### src/source/lsu_config.svh
`ifndef LSU_CONFIG_SVH
`define LSU_CONFIG_SVH

// tag 0 is reserved for "no dependency"
`define LSU_TAG_W 4
`define LSU_ENTRIES (1 << `LSU_TAG_W)

// data memory depth in 32-bit words
`define LSU_MEM_WORDS 256

// cycles per memory access (at least 1)
`define LSU_MEM_LATENCY 3

`endif

### src/source/lsuPkg.sv
`include "lsu_config.svh"

package lsuPkg;

    typedef logic [`LSU_TAG_W-1:0] tagT;
    typedef logic [31:0] wordT;

    typedef enum logic [3:0] {
        opNone,
        opLb,
        opLh,
        opLw,
        opLbu,
        opLhu,
        opSb,
        opSh,
        opSw
    } memOpE;

    // tag of 0 means data is already valid
    typedef struct packed {
        tagT  tag;
        wordT data;
    } srcS;

    typedef struct packed {
        logic  valid;
        memOpE op;
        tagT   tag;
        wordT  imm;
        srcS   base;
        srcS   storeData;
    } dispatchS;

    typedef struct packed {
        logic valid;
        tagT  tag;
        wordT data;
    } resultS;

    typedef struct packed {
        logic  valid;
        memOpE op;
        tagT   tag;
        wordT  addr;
        wordT  data;
    } memReqS;

    function automatic logic isStore(memOpE op);
        return op inside {opSb, opSh, opSw};
    endfunction

endpackage

### src/source/memAccessFsm.sv
`timescale 1ns/100ps
`include "lsu_config.svh"

module memAccessFsm (
    input  logic                              clk,
    input  logic                              rstN,
    input  logic                              flush,
    input  lsuPkg::memReqS                    memReq,
    input  logic                              done,
    output logic                              start,
    output logic                              memBusy,
    output logic                              memIdle,
    output logic                              memEn,
    output logic                              memWe,
    output logic [3:0]                        memByteEn,
    output logic [$clog2(`LSU_MEM_WORDS)-1:0] memAddr,
    output lsuPkg::wordT                      memWdata,
    input  lsuPkg::wordT                      memRdata,
    output lsuPkg::resultS                    loadResult
);
    import lsuPkg::*;

    localparam int AddrW = $clog2(`LSU_MEM_WORDS);

    typedef enum logic [1:0] {
        stIdle,
        stWait,
        stRead,
        stRespond
    } stateE;

    stateE state;
    logic  killed;

    // latched request
    memOpE reqOp;
    tagT   reqTag;
    wordT  reqAddr;
    wordT  reqData;

    wordT laneWord;
    wordT loadData;

    assign start   = (state == stIdle) && memReq.valid;
    assign memBusy = (state != stIdle);
    assign memIdle = (state == stIdle) && !memReq.valid;

    always_ff @(posedge clk or negedge rstN) begin
        if (!rstN) begin
            state  <= stIdle;
            killed <= 1'b0;
        end else begin
            if (flush) begin
                killed <= 1'b1;
            end
            case (state)
                stIdle: begin
                    killed <= flush;
                    if (memReq.valid) begin
                        state <= stWait;
                    end
                end
                stWait: begin
                    if (done) begin
                        state <= isStore(reqOp) ? stRespond : stRead;
                    end
                end
                stRead:    state <= stRespond;
                default:   state <= stIdle;
            endcase
        end
    end

    always_ff @(posedge clk) begin
        if (start) begin
            reqOp   <= memReq.op;
            reqTag  <= memReq.tag;
            reqAddr <= memReq.addr;
            reqData <= memReq.data;
        end
    end

    // access fires when the timer expires
    assign memEn    = (state == stWait) && done;
    assign memWe    = memEn && isStore(reqOp);
    assign memAddr  = reqAddr[AddrW+1:2];
    assign memWdata = reqData << {reqAddr[1:0], 3'b000};

    always_comb begin
        case (reqOp)
            opSb:    memByteEn = 4'b0001 << reqAddr[1:0];
            opSh:    memByteEn = 4'b0011 << {reqAddr[1], 1'b0};
            default: memByteEn = 4'b1111;
        endcase
    end

    // move the addressed lane down to bit 0
    assign laneWord = memRdata >> {reqAddr[1:0], 3'b000};

    always_comb begin
        case (reqOp)
            opLb:    loadData = {{24{laneWord[7]}}, laneWord[7:0]};
            opLbu:   loadData = {24'd0, laneWord[7:0]};
            opLh:    loadData = {{16{laneWord[15]}}, laneWord[15:0]};
            opLhu:   loadData = {16'd0, laneWord[15:0]};
            default: loadData = laneWord;
        endcase
    end

    // read data is valid the cycle after done
    assign loadResult.valid = (state == stRead) && !killed && !flush;
    assign loadResult.tag   = reqTag;
    assign loadResult.data  = loadData;

endmodule

### config.mk
export PLATFORM = sky130hd
export DESIGN_NAME = memAccessFsm
export DESIGN_NICKNAME = d
export VERILOG_FILES = /design/src/source/lsuPkg.sv /design/src/source/memAccessFsm.sv
export VERILOG_INCLUDE_DIRS = /design/src /design/src/source
export SDC_FILE = /design/constraint.sdc
export NUM_CORES = 1
export LEC_CHECK = 0
export BUFFER_PORTS_ARGS = -buffer_cell sky130_fd_sc_hd__buf_2
export CAP_MARGIN = 20
export CORE_UTILIZATION = 46
export DETAILED_ROUTE_END_ITERATION = 7
export PLACE_DENSITY = 0.83
export SYNTH_ARGS = -nofsm -noshare
export SYNTH_HDL_FRONTEND = slang
export SYNTH_SLANG_ARGS = --single-unit
export TNS_END_PERCENT = 50
### constraint.sdc
create_clock -name clk -period 5 [get_ports clk]
set_input_delay 1 -clock clk [delete_from_list [all_inputs] [get_ports clk]]
set_output_delay 1 -clock clk [all_outputs]
set_load 0.02 [all_outputs]
==> out/metrics.csv <==
metric,value,unit
Worst Slack Setup Final,0.970,ns
f_max,248,MHz
Setup Skew,0.00315,ns
average size of a mapped cell,11.0,µm²
Final period util,0.806,
"flops & latches, synth",53,
unrepaired setup endpoints after global routing,no,
n_diodes,0,
Die Footprint,7000,µm²
DRC viols,0,
synthesis-to-layout area growth,31.5,%
largest net degree at the start of global routing,51,
"Arr. time, crit path",3.03,ns
worst slack at placement,1.30,ns
DIE HEIGHT,83.7,µm
peak supply drop,0.000305,V
endpoints failing setup,0,
critical path type,register to primary output,
Initial Util,0.480,
Root Buffer,clkbuf_8,
drt wl/cell,14.4,µm
Reg2Reg Depth,4,
Slew HR,0.347,
final wirelength,7430,µm
Post-CTS Setup Inserts,0,
Mapped Nets,392,
share of cells above drive strength 1,0.462,
I/O pin count,195,
status,finished clean,
CTS clock-pin slew for the worst setup and hold paths,0.09,ns
max-capacitance violation count,0,
yosys warns,0,
Post-Syn Instances,279,
Worst setup SP type,register,
post-route setup TNS,0,ns
Final Util,0.631,
Initial DRC Count,76,
total CTS buffers,5,
Vias/cell,5.24,
H-tree depth,2,
row cnt,29,
area occupied by multi-input gates,1320,µm²
clock sink total,53,
hold buffer count at cts,0,
gpl congestion,0.861,
HP Class,input port to asynchronous set/reset pin,
post-detail-place hpwl,5590,µm
Port Buffer Count,172,
CTS tree,yes,
Die X,83.7,µm
"Seq/Total Area, Yosys",0.514,
fin nets,551,
Final ANT Viol Nets,0,
pwr dens,417,nW/µm²
Leakage,1.91,nW
core area,6390,µm²
Tightest Pin Transition,0.979,ns
Reg area,1580,µm²
first-pass GRT wire length,11500,µm
Final Slew Violations,0,
Mapped Area,3070,µm²
Fillers,528,
DR pass1 iterations,4,
CP Capture Type,primary output,
Worst-Skew Late Latency,0.31,ns
Worst Path Required,4.00,ns
Critical Path Fanout Max,24,
initial antenna violation count,0,
maximum clock path buffer count,2,
final hold violations,0,
Final min period,4.03,ns
post-CTS resize count,0,
"Distinct cells, synth",34,
overflow left after global routing,0,
gr usage total,0.207,
vias,2703,
vias in the first global route,2588,
[placed cells by master (no fill, tap or decap), drive strengths merged, types with 2 or more instances in the layout]
cell type	n
buf	177
edfxtp	50
mux2i	32
o21ai	29
nand2	26
a21oi	23
nor2	22
nor2b	16
a211oi	16
and2	10
inv	6
clkbuf	5
ha	4
a21o	3
dfrtp	3
nor4b	2
[worst max-delay path, cell delays in order, from the launching register on]
cell      delay, ns
edfxtp_1       1.00
mux4_2         0.66
nand4b_4       0.16
a21boi_4       0.50
o21ai_0        0.19
buf_2          0.20
[kinds of logic (layout without fill, tap and decap cells)]
family,after synthesis,in the layout,synth area share
xor gates and xnor gates,1,1,0.00286
adders and majority gates,4,4,0.0163
DFF,53,53,0.514
buffers and inverters,31,191,0.0551
muxes,34,34,0.115
AOI/OAI and AO/OA,73,73,0.149
and+or+nand+nor,83,83,0.147
[metrics by stage]
stage,power [mW],instances,hold slack (ns),cell area (µm²)
3_3_place_gp,1.38,508,0.463,3920
6_report,1.68,516,0.466,4030
5_1_grt,1.77,516,0.455,4030
3_5_place_dp,1.40,508,0.488,3920
2_1_floorplan,1.17,279,0.454,3070
4_1_cts,1.69,516,0.462,4030
[sequential cells by signal, indices dropped and copies added (netlist names)]
register  count
reqData      32
reqAddr      10
reqOp         4
reqTag        4
state         2
killed        1
[where the power goes]
part / switching [mW] / total, mW / internal, mW
Combinational: 0.480 / 0.746 / 0.266
Sequential: 0.0528 / 0.647 / 0.594
Clock: 0.138 / 0.288 / 0.150
Total: 0.671 / 1.68 / 1.01
[Yosys cell counts]
master     number  area [µm²]
a2111oi_4       1        27.5
a211oi_1       16         120
a21boi_4        1        18.8
a21o_1          3        22.5
a21oi_1        23         115
and2_1         10        62.6
and3b_1         1        8.76
buf_1           1        3.75
buf_2           6        30.0
buf_4           8        60.1
buf_6           2        22.5
clkbuf_1        8        30.0
dfrtp_1         3        75.1
edfxtp_1       50        1500
ha_1            4        50.1
inv_1           6        22.5
mux2_2          1        11.3
mux2i_1        32         320
mux4_2          1        22.5
nand2_1        18        67.6
nand2_2         8        50.1
nand2b_1        1        6.26
nand3b_1        1        7.51
nand4b_4        1        23.8
nor2_1         22        82.6
nor2b_1        16         100
nor3_1          1        5.00
nor3b_1         1        7.51
nor4b_1         1        8.76
nor4b_2         1        15.0
o21ai_0        27         135
o21ai_2         2        17.5
or2_2           1        6.26
xnor2_1         1        8.76
[path summary, 6_finish.rpt]
kind / start / endpoint / slack, ns
max: reqAddr[1] / loadResult[16] / 0.97
min: rstN / killed / 0.47
max reg2reg: state[0] / reqData[8] / 3.21
min reg2reg: killed / killed / 0.51
max in group asynchronous: rstN / state[0] / 4.43
min in group clk: killed / killed / 0.51
[final cells by class]
cell class	instances	area share
Tap cell	77	0.0239
Sequential cell	53	0.391
Clock buffer	5	0.0171
Multi-Input combinational cell	195	0.328
Inverter	6	0.00559
Timing Repair Buffer	177	0.223
Clock inverter	3	0.0115
[routing by layer]
layer  global-route usage  routed length, µm
met1                0.219               2830
met2                0.375               3750
met3               0.0504                626
met4                0.112                229
met5                    0                  0
No activity file was read; power rests on OpenSTA's default activity.
